`config.mk`:
```
export PLATFORM = sky130hd
export DESIGN_NAME = rv_core
export DESIGN_NICKNAME = d
export VERILOG_FILES = /design/src/design/rv_isa_pkg.sv /design/src/design/rv_pipe_pkg.sv /design/src/design/rv_core.sv /design/src/design/rv_execute.sv /design/src/design/rv_decode.sv /design/src/design/rv_fetch.sv /design/src/design/rv_regfile.sv /design/src/design/rv_alu.sv
export SDC_FILE = /design/constraint.sdc
export NUM_CORES = 2
export LEC_CHECK = 0
export BUFFER_PORTS_ARGS = -buffer_cell sky130_fd_sc_hd__buf_4
export CORE_AREA = 4 4 501 354
export DETAILED_ROUTE_END_ITERATION = 16
export DIE_AREA = 0 0 505 358
export GPL_ROUTABILITY_DRIVEN = 0
export PLACE_DENSITY = 0.64
export SLEW_MARGIN = 20
export SYNTH_ARGS = -nofsm -noshare
export SYNTH_HDL_FRONTEND = slang
export SYNTH_SLANG_ARGS = --single-unit
export TNS_END_PERCENT = 20
```
`constraint.sdc`:
```
create_clock -name clk -period 8.85 [get_ports clk]
set_clock_uncertainty 0.15 [all_clocks]
set_input_delay 1.77 -clock clk [delete_from_list [all_inputs] [get_ports clk]]
set_output_delay 1.77 -clock clk [all_outputs]
set_load 0.02 [all_outputs]
```
`src/design/rv_isa_pkg.sv`:
```
`default_nettype none

package rv_isa_pkg;

    localparam int XLEN = 32;

    typedef logic [XLEN-1:0] word_t;
    typedef logic [4:0]      reg_idx_t;

    // Major opcodes of the supported subset
    localparam logic [6:0] OPC_OP     = 7'b0110011;
    localparam logic [6:0] OPC_OP_IMM = 7'b0010011;
    localparam logic [6:0] OPC_STORE  = 7'b0100011;
    localparam logic [6:0] OPC_BRANCH = 7'b1100011;

    // ALU funct3
    localparam logic [2:0] F3_ADD_SUB = 3'b000;
    localparam logic [2:0] F3_SLL     = 3'b001;
    localparam logic [2:0] F3_SLT     = 3'b010;
    localparam logic [2:0] F3_SLTU    = 3'b011;
    localparam logic [2:0] F3_XOR     = 3'b100;
    localparam logic [2:0] F3_SRL_SRA = 3'b101;
    localparam logic [2:0] F3_OR      = 3'b110;
    localparam logic [2:0] F3_AND     = 3'b111;

    // Store and branch funct3
    localparam logic [2:0] F3_SB  = 3'b000;
    localparam logic [2:0] F3_SH  = 3'b001;
    localparam logic [2:0] F3_SW  = 3'b010;
    localparam logic [2:0] F3_BEQ = 3'b000;
    localparam logic [2:0] F3_BNE = 3'b001;

    localparam logic [6:0] FUNCT7_BASE = 7'b0000000;
    localparam logic [6:0] FUNCT7_ALT  = 7'b0100000;  // sub, sra, srai

    localparam word_t NOP_INSTR = 32'h0000_0013;      // addi x0, x0, 0

    // --------------------------------------------------
    // Instruction formats
    // --------------------------------------------------
    typedef struct packed {
        logic [6:0] funct7;
        reg_idx_t   rs2;
        reg_idx_t   rs1;
        logic [2:0] funct3;
        reg_idx_t   rd;
        logic [6:0] opcode;
    } r_fmt_t;

    typedef struct packed {
        logic [11:0] imm;
        reg_idx_t    rs1;
        logic [2:0]  funct3;
        reg_idx_t    rd;
        logic [6:0]  opcode;
    } i_fmt_t;

    typedef struct packed {
        logic [6:0] imm_hi;
        reg_idx_t   rs2;
        reg_idx_t   rs1;
        logic [2:0] funct3;
        logic [4:0] imm_lo;
        logic [6:0] opcode;
    } s_fmt_t;

    typedef struct packed {
        logic       imm_12;
        logic [5:0] imm_10_5;
        reg_idx_t   rs2;
        reg_idx_t   rs1;
        logic [2:0] funct3;
        logic [3:0] imm_4_1;
        logic       imm_11;
        logic [6:0] opcode;
    } b_fmt_t;

    typedef union packed {
        r_fmt_t r_fmt;
        i_fmt_t i_fmt;
        s_fmt_t s_fmt;
        b_fmt_t b_fmt;
    } instr_t;

endpackage

`default_nettype wire
```
`src/design/rv_pipe_pkg.sv`:
```
`default_nettype none

package rv_pipe_pkg;

    typedef enum logic [3:0] {
        ALU_ADD,
        ALU_SUB,
        ALU_SLL,
        ALU_SLT,
        ALU_SLTU,
        ALU_XOR,
        ALU_SRL,
        ALU_SRA,
        ALU_OR,
        ALU_AND
    } alu_op_t;

    // Same code as funct3 of the store
    typedef enum logic [1:0] {
        BYTE = 2'b00,
        HALF = 2'b01,
        WORD = 2'b10
    } mem_width_t;

    typedef enum logic [1:0] {
        NONE,
        BEQ,
        BNE
    } branch_op_t;

    // --------------------------------------------------
    // Stage registers and ports
    // --------------------------------------------------
    typedef struct packed {
        rv_isa_pkg::word_t  pc;
        rv_isa_pkg::instr_t instr;
    } ifid_t;

    typedef struct packed {
        rv_isa_pkg::word_t    pc;
        rv_isa_pkg::reg_idx_t rs1;
        rv_isa_pkg::reg_idx_t rs2;
        rv_isa_pkg::reg_idx_t rd;
        rv_isa_pkg::word_t    op1;
        rv_isa_pkg::word_t    op2;
        rv_isa_pkg::word_t    imm;
        alu_op_t              alu_op;
        logic                 use_imm;
        logic                 reg_write;
        logic                 mem_write;
        mem_width_t           width;
        branch_op_t           branch_op;
    } idex_t;

    typedef struct packed {
        rv_isa_pkg::word_t    result;
        rv_isa_pkg::word_t    store_data;
        rv_isa_pkg::reg_idx_t rd;
        logic                 reg_write;
        logic                 mem_write;
        mem_width_t           width;
    } exmem_t;

    typedef struct packed {
        logic                 reg_write;    // Doubles as valid
        rv_isa_pkg::reg_idx_t rd;
        rv_isa_pkg::word_t    data;
    } wb_t;

    typedef struct packed {
        logic              valid;
        rv_isa_pkg::word_t addr;
        rv_isa_pkg::word_t data;
        mem_width_t        width;
    } store_t;

    typedef struct packed {
        logic              taken;
        rv_isa_pkg::word_t target;
    } redirect_t;

endpackage

`default_nettype wire

```
`src/design/rv_core.sv`:
```
`default_nettype none

module rv_core (
    input  logic                clk,
    input  logic                reset_n,
    input  logic                instr_ready,
    input  rv_isa_pkg::word_t   instr,
    output rv_isa_pkg::word_t   instr_addr,
    output rv_pipe_pkg::store_t store
);
    import rv_isa_pkg::*;
    import rv_pipe_pkg::*;

    ifid_t     ifid;
    idex_t     idex;
    exmem_t    exmem;
    redirect_t redirect;
    wb_t       mem_fwd;
    wb_t       wb;

    rv_fetch u_rv_fetch (
        .clk         (clk),
        .reset_n     (reset_n),
        .instr_ready (instr_ready),
        .instr       (instr),
        .redirect    (redirect),
        .instr_addr  (instr_addr),
        .ifid        (ifid)
    );

    rv_decode u_rv_decode (
        .clk     (clk),
        .reset_n (reset_n),
        .ifid    (ifid),
        .flush   (redirect.taken),
        .wb      (wb),
        .idex    (idex)
    );

    rv_execute u_rv_execute (
        .clk      (clk),
        .reset_n  (reset_n),
        .idex     (idex),
        .mem_fwd  (mem_fwd),
        .wb_fwd   (wb),
        .exmem    (exmem),
        .redirect (redirect)
    );

    // EX/MEM result seen by the forwarding path
    assign mem_fwd = '{reg_write: exmem.reg_write, rd: exmem.rd, data: exmem.result};

    // --------------------------------------------------
    // MEM stage, store port and MEM/WB register
    // --------------------------------------------------
    assign store = '{valid: exmem.mem_write, addr: exmem.result,
                     data: exmem.store_data, width: exmem.width};

    always_ff @(posedge clk or negedge reset_n) begin
        if (!reset_n) begin
            wb <= '0;
        end else begin
            wb.reg_write <= exmem.reg_write;
            wb.rd        <= exmem.rd;
            wb.data      <= exmem.result;   // No loads, ALU result only
        end
    end

endmodule

`default_nettype wire

```
`src/design/rv_execute.sv`:
```
`default_nettype none

module rv_execute (
    input  logic                   clk,
    input  logic                   reset_n,
    input  rv_pipe_pkg::idex_t     idex,
    input  rv_pipe_pkg::wb_t       mem_fwd,
    input  rv_pipe_pkg::wb_t       wb_fwd,
    output rv_pipe_pkg::exmem_t    exmem,
    output rv_pipe_pkg::redirect_t redirect
);
    import rv_isa_pkg::*;
    import rv_pipe_pkg::*;

    word_t op_a;
    word_t op_b_reg;
    word_t alu_b;
    word_t alu_result;
    logic  take;

    // --------------------------------------------------
    // Forwarding
    // --------------------------------------------------
    // EX/MEM beats MEM/WB, x0 never forwards
    function automatic word_t fwd_select(
        input reg_idx_t rs,
        input word_t    regval,
        input wb_t      mem_src,
        input wb_t      wb_src
    );
        if (rs == '0) begin
            return regval;
        end
        if (mem_src.reg_write && mem_src.rd == rs) begin
            return mem_src.data;
        end
        if (wb_src.reg_write && wb_src.rd == rs) begin
            return wb_src.data;
        end
        return regval;
    endfunction

    assign op_a     = fwd_select(idex.rs1, idex.op1, mem_fwd, wb_fwd);
    assign op_b_reg = fwd_select(idex.rs2, idex.op2, mem_fwd, wb_fwd);
    assign alu_b    = idex.use_imm ? idex.imm : op_b_reg;

    rv_alu u_rv_alu (
        .op     (idex.alu_op),
        .a      (op_a),
        .b      (alu_b),
        .result (alu_result)
    );

    // Branch test on this cycle's difference
    always_comb begin
        case (idex.branch_op)
            BEQ:     take = (alu_result == '0);
            BNE:     take = (alu_result != '0);
            default: take = 1'b0;
        endcase
    end

    // --------------------------------------------------
    // EX/MEM register and redirect
    // --------------------------------------------------
    always_ff @(posedge clk or negedge reset_n) begin
        if (!reset_n) begin
            exmem    <= '0;
            redirect <= '0;
        end else if (redirect.taken) begin
            // Younger instruction in EX is squashed
            exmem    <= '0;
            redirect <= '0;
        end else begin
            exmem.result     <= alu_result;
            exmem.store_data <= op_b_reg;       // Full rs2, unshifted
            exmem.rd         <= idex.rd;
            exmem.reg_write  <= idex.reg_write;
            exmem.mem_write  <= idex.mem_write;
            exmem.width      <= idex.width;
            redirect.taken   <= take;
            redirect.target  <= idex.pc + idex.imm;
        end
    end

endmodule

`default_nettype wire

```
`src/design/rv_decode.sv`:
```
`default_nettype none

module rv_decode (
    input  logic               clk,
    input  logic               reset_n,
    input  rv_pipe_pkg::ifid_t ifid,
    input  logic               flush,
    input  rv_pipe_pkg::wb_t   wb,
    output rv_pipe_pkg::idex_t idex
);
    import rv_isa_pkg::*;
    import rv_pipe_pkg::*;

    instr_t ir;
    word_t  rdata1;
    word_t  rdata2;
    word_t  imm_i;
    word_t  imm_sh;
    word_t  imm_s;
    word_t  imm_b;
    logic   f7_base;
    logic   f7_alt;
    logic   legal;
    idex_t  dec;

    assign ir = ifid.instr;

    rv_regfile u_rv_regfile (
        .clk     (clk),
        .reset_n (reset_n),
        .rs1     (ir.r_fmt.rs1),
        .rs2     (ir.r_fmt.rs2),
        .wb      (wb),
        .rdata1  (rdata1),
        .rdata2  (rdata2)
    );

    // --------------------------------------------------
    // Immediates
    // --------------------------------------------------
    assign imm_i  = {{20{ir.i_fmt.imm[11]}}, ir.i_fmt.imm};
    assign imm_sh = {27'b0, ir.r_fmt.rs2};              // shamt sits in the rs2 field
    assign imm_s  = {{20{ir.s_fmt.imm_hi[6]}}, ir.s_fmt.imm_hi, ir.s_fmt.imm_lo};
    assign imm_b  = {{19{ir.b_fmt.imm_12}}, ir.b_fmt.imm_12, ir.b_fmt.imm_11,
                     ir.b_fmt.imm_10_5, ir.b_fmt.imm_4_1, 1'b0};

    assign f7_base = (ir.r_fmt.funct7 == FUNCT7_BASE);
    assign f7_alt  = (ir.r_fmt.funct7 == FUNCT7_ALT);

    // --------------------------------------------------
    // Control decode
    // --------------------------------------------------
    always_comb begin
        dec       = '0;
        legal     = 1'b1;
        dec.pc    = ifid.pc;
        dec.rs1   = ir.r_fmt.rs1;
        dec.rs2   = ir.r_fmt.rs2;
        dec.rd    = ir.r_fmt.rd;
        dec.op1   = rdata1;
        dec.op2   = rdata2;
        dec.width = WORD;

        case (ir.r_fmt.opcode)
            OPC_OP: begin
                dec.reg_write = 1'b1;
                case (ir.r_fmt.funct3)
                    F3_ADD_SUB: dec.alu_op = f7_alt ? ALU_SUB : ALU_ADD;
                    F3_SLL:     dec.alu_op = ALU_SLL;
                    F3_SLT:     dec.alu_op = ALU_SLT;
                    F3_SLTU:    dec.alu_op = ALU_SLTU;
                    F3_XOR:     dec.alu_op = ALU_XOR;
                    F3_SRL_SRA: dec.alu_op = f7_alt ? ALU_SRA : ALU_SRL;
                    F3_OR:      dec.alu_op = ALU_OR;
                    default:    dec.alu_op = ALU_AND;
                endcase
                // Alt funct7 only on sub and sra
                legal = f7_base || (f7_alt && (ir.r_fmt.funct3 == F3_ADD_SUB ||
                                               ir.r_fmt.funct3 == F3_SRL_SRA));
            end

            OPC_OP_IMM: begin
                dec.reg_write = 1'b1;
                dec.use_imm   = 1'b1;
                dec.imm       = imm_i;
                case (ir.i_fmt.funct3)
                    F3_ADD_SUB: dec.alu_op = ALU_ADD;
                    F3_SLL: begin
                        dec.alu_op = ALU_SLL;
                        dec.imm    = imm_sh;
                        legal      = f7_base;
                    end
                    F3_SLT:     dec.alu_op = ALU_SLT;
                    F3_SLTU:    dec.alu_op = ALU_SLTU;
                    F3_XOR:     dec.alu_op = ALU_XOR;
                    F3_SRL_SRA: begin
                        dec.alu_op = f7_alt ? ALU_SRA : ALU_SRL;
                        dec.imm    = imm_sh;
                        legal      = f7_base || f7_alt;
                    end
                    F3_OR:      dec.alu_op = ALU_OR;
                    default:    dec.alu_op = ALU_AND;
                endcase
            end

            OPC_STORE: begin
                dec.mem_write = 1'b1;
                dec.use_imm   = 1'b1;
                dec.imm       = imm_s;          // Address is rs1 + imm
                case (ir.s_fmt.funct3)
                    F3_SB:   dec.width = BYTE;
                    F3_SH:   dec.width = HALF;
                    F3_SW:   dec.width = WORD;
                    default: legal = 1'b0;
                endcase
            end

            OPC_BRANCH: begin
                dec.alu_op = ALU_SUB;           // Compare by subtraction
                dec.imm    = imm_b;
                case (ir.b_fmt.funct3)
                    F3_BEQ:  dec.branch_op = BEQ;
                    F3_BNE:  dec.branch_op = BNE;
                    default: legal = 1'b0;
                endcase
            end

            default: legal = 1'b0;
        endcase
    end

    // --------------------------------------------------
    // ID/EX register
    // --------------------------------------------------
    always_ff @(posedge clk or negedge reset_n) begin
        if (!reset_n) begin
            idex <= '0;
        end else if (flush || !legal) begin
            idex <= '0;                 // Bubble
        end else begin
            idex <= dec;
        end
    end

endmodule

`default_nettype wire

```
`src/design/rv_fetch.sv`:
```
`default_nettype none

module rv_fetch (
    input  logic                  clk,
    input  logic                  reset_n,
    input  logic                  instr_ready,
    input  rv_isa_pkg::word_t     instr,
    input  rv_pipe_pkg::redirect_t redirect,
    output rv_isa_pkg::word_t     instr_addr,
    output rv_pipe_pkg::ifid_t    ifid
);
    import rv_isa_pkg::*;
    import rv_pipe_pkg::*;

    word_t pc;

    assign instr_addr = pc;

    // --------------------------------------------------
    // Program counter
    // --------------------------------------------------
    always_ff @(posedge clk or negedge reset_n) begin
        if (!reset_n) begin
            pc <= '0;
        end else if (redirect.taken) begin
            pc <= redirect.target;          // Taken branch from EX/MEM
        end else if (instr_ready) begin
            pc <= pc + XLEN'(4);
        end
    end

    // --------------------------------------------------
    // IF/ID register
    // --------------------------------------------------
    always_ff @(posedge clk or negedge reset_n) begin
        if (!reset_n) begin
            ifid.pc    <= '0;
            ifid.instr <= NOP_INSTR;
        end else if (redirect.taken || !instr_ready) begin
            ifid.pc    <= pc;
            ifid.instr <= NOP_INSTR;        // Bubble on stall or flush
        end else begin
            ifid.pc    <= pc;
            ifid.instr <= instr;
        end
    end

endmodule

`default_nettype wire

```
`src/design/rv_regfile.sv`:
```
`default_nettype none

module rv_regfile (
    input  logic                 clk,
    input  logic                 reset_n,
    input  rv_isa_pkg::reg_idx_t rs1,
    input  rv_isa_pkg::reg_idx_t rs2,
    input  rv_pipe_pkg::wb_t     wb,
    output rv_isa_pkg::word_t    rdata1,
    output rv_isa_pkg::word_t    rdata2
);
    import rv_isa_pkg::*;
    import rv_pipe_pkg::*;

    word_t regs [1:31];     // x0 has no storage

    // Write-first read, so WB and ID can share a cycle
    function automatic word_t read_port(input reg_idx_t idx);
        if (idx == '0) begin
            return '0;
        end
        if (wb.reg_write && wb.rd == idx) begin
            return wb.data;
        end
        return regs[idx];
    endfunction

    always_ff @(posedge clk or negedge reset_n) begin
        if (!reset_n) begin
            for (int i = 1; i < 32; i++) begin
                regs[i] <= '0;
            end
        end else if (wb.reg_write && wb.rd != '0) begin
            regs[wb.rd] <= wb.data;
        end
    end

    assign rdata1 = read_port(rs1);
    assign rdata2 = read_port(rs2);

endmodule

`default_nettype wire

```
`src/design/rv_alu.sv`:
```
`default_nettype none

module rv_alu (
    input  rv_pipe_pkg::alu_op_t op,
    input  rv_isa_pkg::word_t    a,
    input  rv_isa_pkg::word_t    b,
    output rv_isa_pkg::word_t    result
);
    import rv_isa_pkg::*;
    import rv_pipe_pkg::*;

    logic [4:0] shamt;

    assign shamt = b[4:0];      // Low five bits only

    always_comb begin
        case (op)
            ALU_ADD:  result = a + b;
            ALU_SUB:  result = a - b;
            ALU_SLL:  result = a << shamt;
            ALU_SLT:  result = {{(XLEN-1){1'b0}}, $signed(a) < $signed(b)};
            ALU_SLTU: result = {{(XLEN-1){1'b0}}, a < b};
            ALU_XOR:  result = a ^ b;
            ALU_SRL:  result = a >> shamt;
            ALU_SRA:  result = $signed(a) >>> shamt;
            ALU_OR:   result = a | b;
            ALU_AND:  result = a & b;
            default:  result = a + b;
        endcase
    end

endmodule

`default_nettype wire

```
== Yosys cells after proc, flatten, opt, wreduce, memory -nomap -nowiden ==
Cells that the tools add are included.

* Add/subtract/negate cells: 4
* Order comparisons: 6
* Equal/unequal tests: 28
* Shift-type cells: 3
* Multiplexer cells: 73
* Bitwise operators: 6
* Reductions and logical operators: 31

{| class="wikitable"
|+ Operators with widths
! operator !! count
|-
| 992-bit bitwise mux || 1
|-
| 32-bit 2-to-1 mux || 30
|-
| 32-bit binary-select mux with 5-bit select || 2
|-
| 32-bit one-hot mux with 9 select lines || 1
|-
| 32-bit demux with 5-bit select || 1
|-
| 154-bit 2-to-1 mux || 1
|-
| 32-bit one-hot mux with 3 select lines || 1
|-
| 73-bit 2-to-1 mux || 1
|-
| 32-bit adder || 2
|-
| 32-bit less-than comparator || 2
|-
| 4-bit one-hot mux with 7 select lines || 2
|-
| 33-bit 2-to-1 mux || 1
|-
| 32-bit by 3-bit adder with 32-bit output (second input constant) || 1
|-
| 32-bit bitwise AND || 1
|-
| 32-bit zero test || 1
|-
| 32-bit bitwise OR || 1
|-
| 32-bit nonzero test || 1
|-
| 32-bit by 5-bit left shift with 32-bit output || 1
|-
| 32-bit by 5-bit right shift with 32-bit output || 1
|-
| 32-bit by 5-bit >>> shifter with 32-bit output || 1
|-
| 32-bit subtractor || 1
|-
| 32-bit bitwise XOR || 1
|-
| 5-bit == test || 6
|-
| 1-bit 2-to-1 mux || 24
|-
| other kinds (31) || 66
|}

* Bits in registers: 1386
* Input port bits: 35
* Output and inout port bits: 99
* Logic and storage cells: 209

== Logic depth before layout (Yosys ltp) ==
* Word-level depth: 15
* Gate-level depth with buffers: 29
* Mapped depth without buffers: 25

== Hierarchy ==
A second synthesis with hierarchy kept.

* Cells, all modules: 6505
* Area total of the unflattened synthesis: 79665.2 um2

{| class="wikitable"
|+ Modules (own cells, without submodules)
! module !! times used !! cells each !! area an instance (um2) !! sequential area each (um2)
|-
| rv_regfile || 1 || 3678 || 53596.4 || 24823.8
|-
| rv_alu || 1 || 1328 || 8913.5 || 0.0
|-
| rv_execute || 1 || 783 || 6691.4 || 2652.5
|-
| rv_decode || 1 || 370 || 5858.1 || 3378.2
|-
| rv_fetch || 1 || 308 || 3654.8 || 2406.1
|-
| rv_core || 1 || 38 || 950.9 || 950.9
|}

== Worst setup path before layout ==
OpenSTA, ideal clock, no wires.

* Kind: reg2reg
* Start point: register u_rv_decode.idex[114] (netlist name)
* End point: register u_rv_execute.redirect[32] (netlist name)
* Library setup time: 0.079 ns
* Arrival: 5.920 ns
* Required time: 8.621 ns
* Setup slack: 2.701 ns
* Stages on the path, launching flop included: 27
* Buffers on the path: 3
* Period minus slack after synthesis: 6.149 ns
* Cell sequence: dfrtp_1 > xnor2_1 > nand4_2 > o2111ai_4 > o22ai_1 > a311oi_4 > buf_6 > buf_4 > buf_2 > inv_1 > ha_1 > nor2b_1 > o311ai_1 > a21oi_1 > a41o_1 > o41ai_1 > o21ai_1 > a311o_1 > a31oi_1 > o21bai_1 > a21o_1 > a21oi_1 > o21ai_0 > a2111oi_0 > nand3_1 > nor4_2 > mux2i_1

* Word-level cells in the longest chain between the ends: 14
* Elaborated cells between the ends (all ways): 32
* Classes of those cells: 2 x add/sub; 2 x order compare; 2 x eq/ne; 3 x shift; 15 x mux; 3 x bitwise; 5 x reduce/logical

{| class="wikitable"
|+ Ends and longest elaborated chain
! item !! line !! RTL
|-
| 5-bit == test || rv_execute.sv:37 || <nowiki>if (wb_src.reg_write && wb_src.rd == rs) begin</nowiki>
|-
| 1-bit logical AND || rv_execute.sv:37 ||
|-
| 1-bit 2-to-1 mux (2 in series) || rv_execute.sv:37 ||
|-
| 1-bit 2-to-1 mux || rv_execute.sv:34 || <nowiki>if (mem_src.reg_write && mem_src.rd == rs) begin</nowiki>
|-
| 32-bit 2-to-1 mux || rv_execute.sv:40 || <nowiki>return regval;</nowiki>
|-
| 32-bit 2-to-1 mux || rv_execute.sv:37 ||
|-
| 32-bit 2-to-1 mux (*) || rv_execute.sv:34 ||
|-
| 32-bit 2-to-1 mux (*) || rv_execute.sv:45 || <nowiki>assign alu_b = idex.use_imm ? idex.imm : op_b_reg;</nowiki>
|-
| 32-bit adder, or another cell as far along || rv_alu.sv:18, rv_alu.sv:28 ||
|-
| 32-bit one-hot mux with 9 select lines (*) || rv_alu.sv:17 || <nowiki>case (op)</nowiki>
|-
| 32-bit nonzero test / 32-bit zero test (equally long branches) || rv_execute.sv:58, rv_execute.sv:57 ||
|-
| 1-bit one-hot mux with 2 select lines (*) || rv_execute.sv:56 || <nowiki>case (idex.branch_op)</nowiki>
|-
| 33-bit 2-to-1 mux (*) || rv_execute.sv:70 || <nowiki>end else if (redirect.taken) begin</nowiki>
|}

Every way passes the cells marked *; elsewhere a longest branch is shown, timed or not. The select of a mux whose other input is x is not followed.
A chain may end at the register's enable or synchronous reset.

== Worst setup path in the final report ==
* Start point: register u_rv_decode.idex[117] (netlist name)
* End point: register u_rv_execute.redirect[32] (netlist name)

* Word-level cells in the longest chain between the ends: 13
* Elaborated cells between the ends (all ways): 31
* Classes of those cells: 2 x add/sub; 2 x order compare; 2 x eq/ne; 3 x shift; 14 x mux; 3 x bitwise; 5 x reduce/logical

{| class="wikitable"
|+ Ends and longest elaborated chain
! item !! line
|-
| 5-bit == test || rv_execute.sv:37
|-
| 1-bit logical AND || rv_execute.sv:37
|-
| 1-bit 2-to-1 mux (2 in series) || rv_execute.sv:37
|-
| 1-bit 2-to-1 mux || rv_execute.sv:34
|-
| 32-bit 2-to-1 mux || rv_execute.sv:40
|-
| 32-bit 2-to-1 mux || rv_execute.sv:37
|-
| 32-bit 2-to-1 mux (*) || rv_execute.sv:34
|-
| 32-bit adder, or another cell as far along || rv_alu.sv:18, rv_alu.sv:28
|-
| 32-bit one-hot mux with 9 select lines (*) || rv_alu.sv:17
|-
| 32-bit nonzero test / 32-bit zero test (equally long branches) || rv_execute.sv:58, rv_execute.sv:57
|-
| 1-bit one-hot mux with 2 select lines (*) || rv_execute.sv:56
|-
| 33-bit 2-to-1 mux (*) || rv_execute.sv:70
|}

Marked as above.

==> impl_results.html <==
<table>
<tr><th>Metric</th><th>Value</th></tr>
<tr><th colspan="2">Outcome</th></tr>
<tr><td>Status</td><td>completed</td></tr>
<tr><th colspan="2">Power and ir drop</th></tr>
<tr><td>Peak supply drop</td><td>0.167 mV</td></tr>
<tr><td>Tot Pwr</td><td>0.0138 W</td></tr>
<tr><td>Power per Cell Area</td><td>~160 nW/um^2</td></tr>
<tr><td>Leak pwr</td><td>38.2 nW</td></tr>
<tr><th colspan="2">Global route</th></tr>
<tr><td>Total global routing track utilization</td><td>a little over a quarter</td></tr>
<tr><td>Grt ovf</td><td>0</td></tr>
<tr><td>Global-route wire length before repair</td><td>about 360 mm</td></tr>
<tr><td>Maximum number of pins on one net before global-route repair</td><td>approximately 160</td></tr>
<tr><td>Number of antenna violations at the first check in global routing</td><td>5</td></tr>
<tr><td>Via count of the first global-routing pass</td><td>53.6k</td></tr>
<tr><th colspan="2">Setup path</th></tr>
<tr><td>Critical path origin</td><td>u_rv_decode.idex[117]</td></tr>
<tr><td>Critical Path Start Type</td><td>register</td></tr>
<tr><td>Cells on worst reg2reg path</td><td>24</td></tr>
<tr><td>Launch point of the worst reg-to-reg path</td><td>u_rv_decode.idex[117]</td></tr>
<tr><td>Endpoint of the worst register-to-register path</td><td>u_rv_execute.redirect[32]</td></tr>
<tr><td>Setup Crit Path Kind</td><td>register to register</td></tr>
<tr><td>Reg-to-reg setup timing slack</td><td>0.86 ns</td></tr>
<tr><td>End point of the critical path</td><td>u_rv_execute.redirect[32]</td></tr>
<tr><td>Worst-path fanout max</td><td>between 60 and 70</td></tr>
<tr><td>Req. time, crit path</td><td>9.41 ns</td></tr>
<tr><td>Endpoint kind of the worst setup timing path</td><td>register</td></tr>
<tr><td>Endpoint arrival time on the critical path</td><td>between 8 and 9 ns</td></tr>
<tr><th colspan="2">Clock tree</th></tr>
<tr><td>Post-CTS setup-driven buffer insertion count</td><td>0</td></tr>
<tr><td>Clock sink count</td><td>approximately 1.4k</td></tr>
<tr><td>CTS buffer count</td><td>132</td></tr>
<tr><td>Post-CTS Resized</td><td>0</td></tr>
<tr><td>Clock latency at the later pin of the worst-skew pair</td><td>approximately 0.80 ns</td></tr>
<tr><td>CTS hold repair buffers</td><td>0</td></tr>
<tr><td>TritonCTS clock tree</td><td>built</td></tr>
<tr><td>Clock-pin slew of the registers on the worst-case setup and hold paths</td><td>roughly 0.07 ns</td></tr>
<tr><td>Number of H-tree branching levels</td><td>4</td></tr>
<tr><td>Buffer levels on the longest clock path</td><td>3</td></tr>
<tr><td>Clk root buf</td><td>clkbuf_16</td></tr>
<tr><th colspan="2">Die</th></tr>
<tr><td>Number of I/O pins</td><td>134</td></tr>
<tr><td>Die height</td><td>~360 um</td></tr>
<tr><td>Die Span X</td><td>between 500 and 600 um</td></tr>
<tr><td>Area of the die</td><td>between 150000 and 200000 sq um</td></tr>
<tr><td>Cell row count</td><td>around 130</td></tr>
<tr><td>Effective utilization at floorplan</td><td>44.7%</td></tr>
<tr><td>Core area</td><td>between 150000 and 200000 sq um</td></tr>
<tr><th colspan="2">Synth</th></tr>
<tr><td>Count of unique library cells instantiated by Yosys</td><td>90</td></tr>
<tr><td>Syn nets</td><td>between 6k and 7k</td></tr>
<tr><td>Sequential-to-total area share from yosys stat</td><td>between 40 and 50%</td></tr>
<tr><td>Predominant post-synthesis flop cell</td><td>dfrtp_1</td></tr>
<tr><td>Count of warnings emitted by yosys</td><td>0</td></tr>
<tr><td>Post-synthesis instance total</td><td>between 6k and 7k</td></tr>
<tr><td>Synthesized area per cell</td><td>12.6 sq um</td></tr>
<tr><td>Synthesized area</td><td>a little under 80000 sq um</td></tr>
<tr><td>Synth async-reset ratio</td><td>100%</td></tr>
<tr><td>Number of enable-type register cells in the synthesized netlist</td><td>0</td></tr>
<tr><td>Top cells by area, synth</td><td>dfrtp_1 (44%), mux4_2 (17%), mux2_2 (14%), mux2i_1 (3.1%), a21oi_1 (2.1%)</td></tr>
<tr><td>Number of storage elements in the synthesis netlist</td><td>roughly 1.4k</td></tr>
<tr><td>Yosys top cell area share</td><td>between 40 and 50%</td></tr>
<tr><td>Area leader, netlist</td><td>dfrtp_1</td></tr>
<tr><th colspan="2">Hold path</th></tr>
<tr><td>Class of the tightest hold or removal check</td><td>register to register</td></tr>
<tr><th colspan="2">Timing</th></tr>
<tr><td>Max-slew violations</td><td>0</td></tr>
<tr><td>Total negative slack for setup checks</td><td>0 ns</td></tr>
<tr><td>RSZ-0062 raised after global routing</td><td>false</td></tr>
<tr><td>Max frequency</td><td>about 130 MHz</td></tr>
<tr><td>Relative slew margins</td><td>19.9%</td></tr>
<tr><td>Least-Margin Pin Slew</td><td>approximately 1.2 ns</td></tr>
<tr><td>Period minus WS final</td><td>about 8 ns</td></tr>
<tr><td>Fin crit share</td><td>about nine tenths</td></tr>
<tr><td>Final count of hold timing violations</td><td>0</td></tr>
<tr><td>Setup violations, final</td><td>0</td></tr>
<tr><th colspan="2">Drt</th></tr>
<tr><td>Drt first-iter violations</td><td>a little over 7k</td></tr>
<tr><td>Via density per instance</td><td>about 6.6</td></tr>
<tr><td>Antenna viol nets, final</td><td>0</td></tr>
<tr><td>Routed wirelength normalized by instance count</td><td>about 30 um</td></tr>
<tr><td>DR vias</td><td>approximately 55k</td></tr>
<tr><td>Residual DRC</td><td>0</td></tr>
<tr><td>Detailed Route WL</td><td>between 200 and 250 mm</td></tr>
<tr><td>Number of optimization iterations in the first detailed-route pass</td><td>15</td></tr>
<tr><th colspan="2">Layout</th></tr>
<tr><td>Commonest non-fill, non-tap cell in the layout</td><td>dfrtp_1</td></tr>
<tr><td>Final Cell Area</td><td>roughly 84000 sq um</td></tr>
<tr><td>Post-layout net count</td><td>around 6.1k</td></tr>
<tr><td>Synthesis-to-finish area growth</td><td>9.38%</td></tr>
<tr><td>Fraction of layout instances using a drive strength above 1</td><td>approximately 36%</td></tr>
<tr><td>Commonest non-fill, non-tap cells in the layout</td><td>dfrtp_1 (1344), mux2_2 (981), mux4_2 (576)</td></tr>
<tr><th colspan="2">Placed design</th></tr>
<tr><td>Placed wire-length estimate</td><td>154 mm</td></tr>
<tr><td>Port-buffer cells</td><td>~130</td></tr>
<tr><td>Post-place instance area</td><td>around 80000 sq um</td></tr>
<tr><th colspan="2">Job</th></tr>
<tr><td>Max-cap viol count</td><td>0</td></tr>
</table>
==> flip-flops by register name, indices dropped and copies added (netlist names) <==
signal	flops
u_rv_fetch.ifid	64
u_rv_decode.idex	135
u_rv_fetch.instr_addr	32
wb	38
u_rv_execute.redirect	33
u_rv_decode.u_rv_regfile.regs	992
u_rv_execute.exmem	73
==> worst max-delay path, cell delays in order, from the launching register on <==
cell and delay (ns):
dfrtp_1 0.41, or4_1 0.66, nor2_4 0.12, buf_4 0.43, a21oi_4 0.03, buf_4 0.26
o221ai_1 0.56, inv_1 0.17, ha_1 0.49, a21oi_1 0.10, o21bai_1 0.31, o2111ai_1 0.24
a211oi_1 0.54, o21ai_0 0.32, a211oi_1 0.48, o21bai_1 0.19, o21ai_0 0.18, a21oi_1 0.11
a32oi_1 0.20, o311a_1 0.25, nand3_1 0.13, nor4_1 0.79, nand3_1 0.20, nor4_2 0.37
mux2i_1 0.21
==> cells in the mapped netlist, types with 52 or more instances <==
| cell | count |
|---|---|
| nand2_1 | 214 |
| buf_1 | 110 |
| mux2_2 | 981 |
| clkbuf_1 | 421 |
| nand3_1 | 52 |
| nor2_1 | 397 |
| o21ai_0 | 201 |
| a21oi_1 | 329 |
| mux2i_1 | 239 |
| inv_1 | 101 |
| xor2_1 | 52 |
| buf_4 | 71 |
| and2_1 | 98 |
| o22ai_1 | 85 |
| dfrtp_1 | 1364 |
| xnor2_1 | 61 |
| nor3_1 | 58 |
| ha_1 | 129 |
| mux4_2 | 576 |
==> logic make-up after synthesis <==
kind of cell	Yosys count	synth area share [%]
compound gates	943	7.63
simple gates	1057	6.53
fa+ha+maj	132	2.17
flops	1367	44.3
xor+xnor	113	1.28
mux	1796	34.2
buf+inv	722	3.90
==> per-stage QoR <==
stage               worst slack, ns  utilization (%)  hold slack [ns]  std cells
finish                        0.860             48.8            0.260       8297
global route                  0.332             48.8            0.270       8296
CTS                            1.29             48.8            0.259       8296
detailed placement             1.28             46.2            0.243       8058
global placement               1.28             46.2            0.236       8057
floorplan                      2.70                -            0.223       6130
==> final cells by class <==
type	count	area, sq um
multi-input combinational	4041	40300
fill	15000	88500
clock buffer	187	3820
antenna	1	2.50
inverter	104	390
timing repair buffer	271	2230
sequential	1367	34300
clock inverter	51	658
tap	2275	2850
==> per-layer routing <==
| metal | track usage, % | wire length [um] | vias to the layer above |
|---|---|---|---|
| met4 | 7.37 | 7480 | 4 |
| met5 | 0.839 | 225 | - |
| met3 | 8.17 | 28700 | 542 |
| li1 | - | - | 22400 |
| met2 | 37.3 | 103000 | 3056 |
| met1 | 40.1 | 106000 | 28600 |
==> how the worst min path moves through the flow <==
| stage | to | start | slack [ns] | depth (start not counted) |
|---|---|---|---|---|
| after floorplan | wb[37] | u_rv_execute.exmem[3] | 0.22 | 0 |
| after global placement | u_rv_fetch.ifid[32] | u_rv_fetch.instr_addr[0] | 0.24 | 0 |
| after detailed placement | u_rv_fetch.ifid[32] | u_rv_fetch.instr_addr[0] | 0.24 | 0 |
| after CTS | u_rv_fetch.ifid[32] | u_rv_fetch.instr_addr[0] | 0.26 | 0 |
| after global routing | u_rv_fetch.ifid[32] | u_rv_fetch.instr_addr[0] | 0.27 | 0 |
| final | u_rv_fetch.ifid[32] | u_rv_fetch.instr_addr[0] | 0.26 | 0 |
==> power breakdown <==
group	switching (W)	leakage [nW]	total, W	internal [W]
Combinational	0.000823	17.2	0.00127	0.000444
Sequential	0.000210	18.9	0.00658	0.00636
Clock	0.00262	2.18	0.00591	0.00329
(Power assumes the default switching activity.)
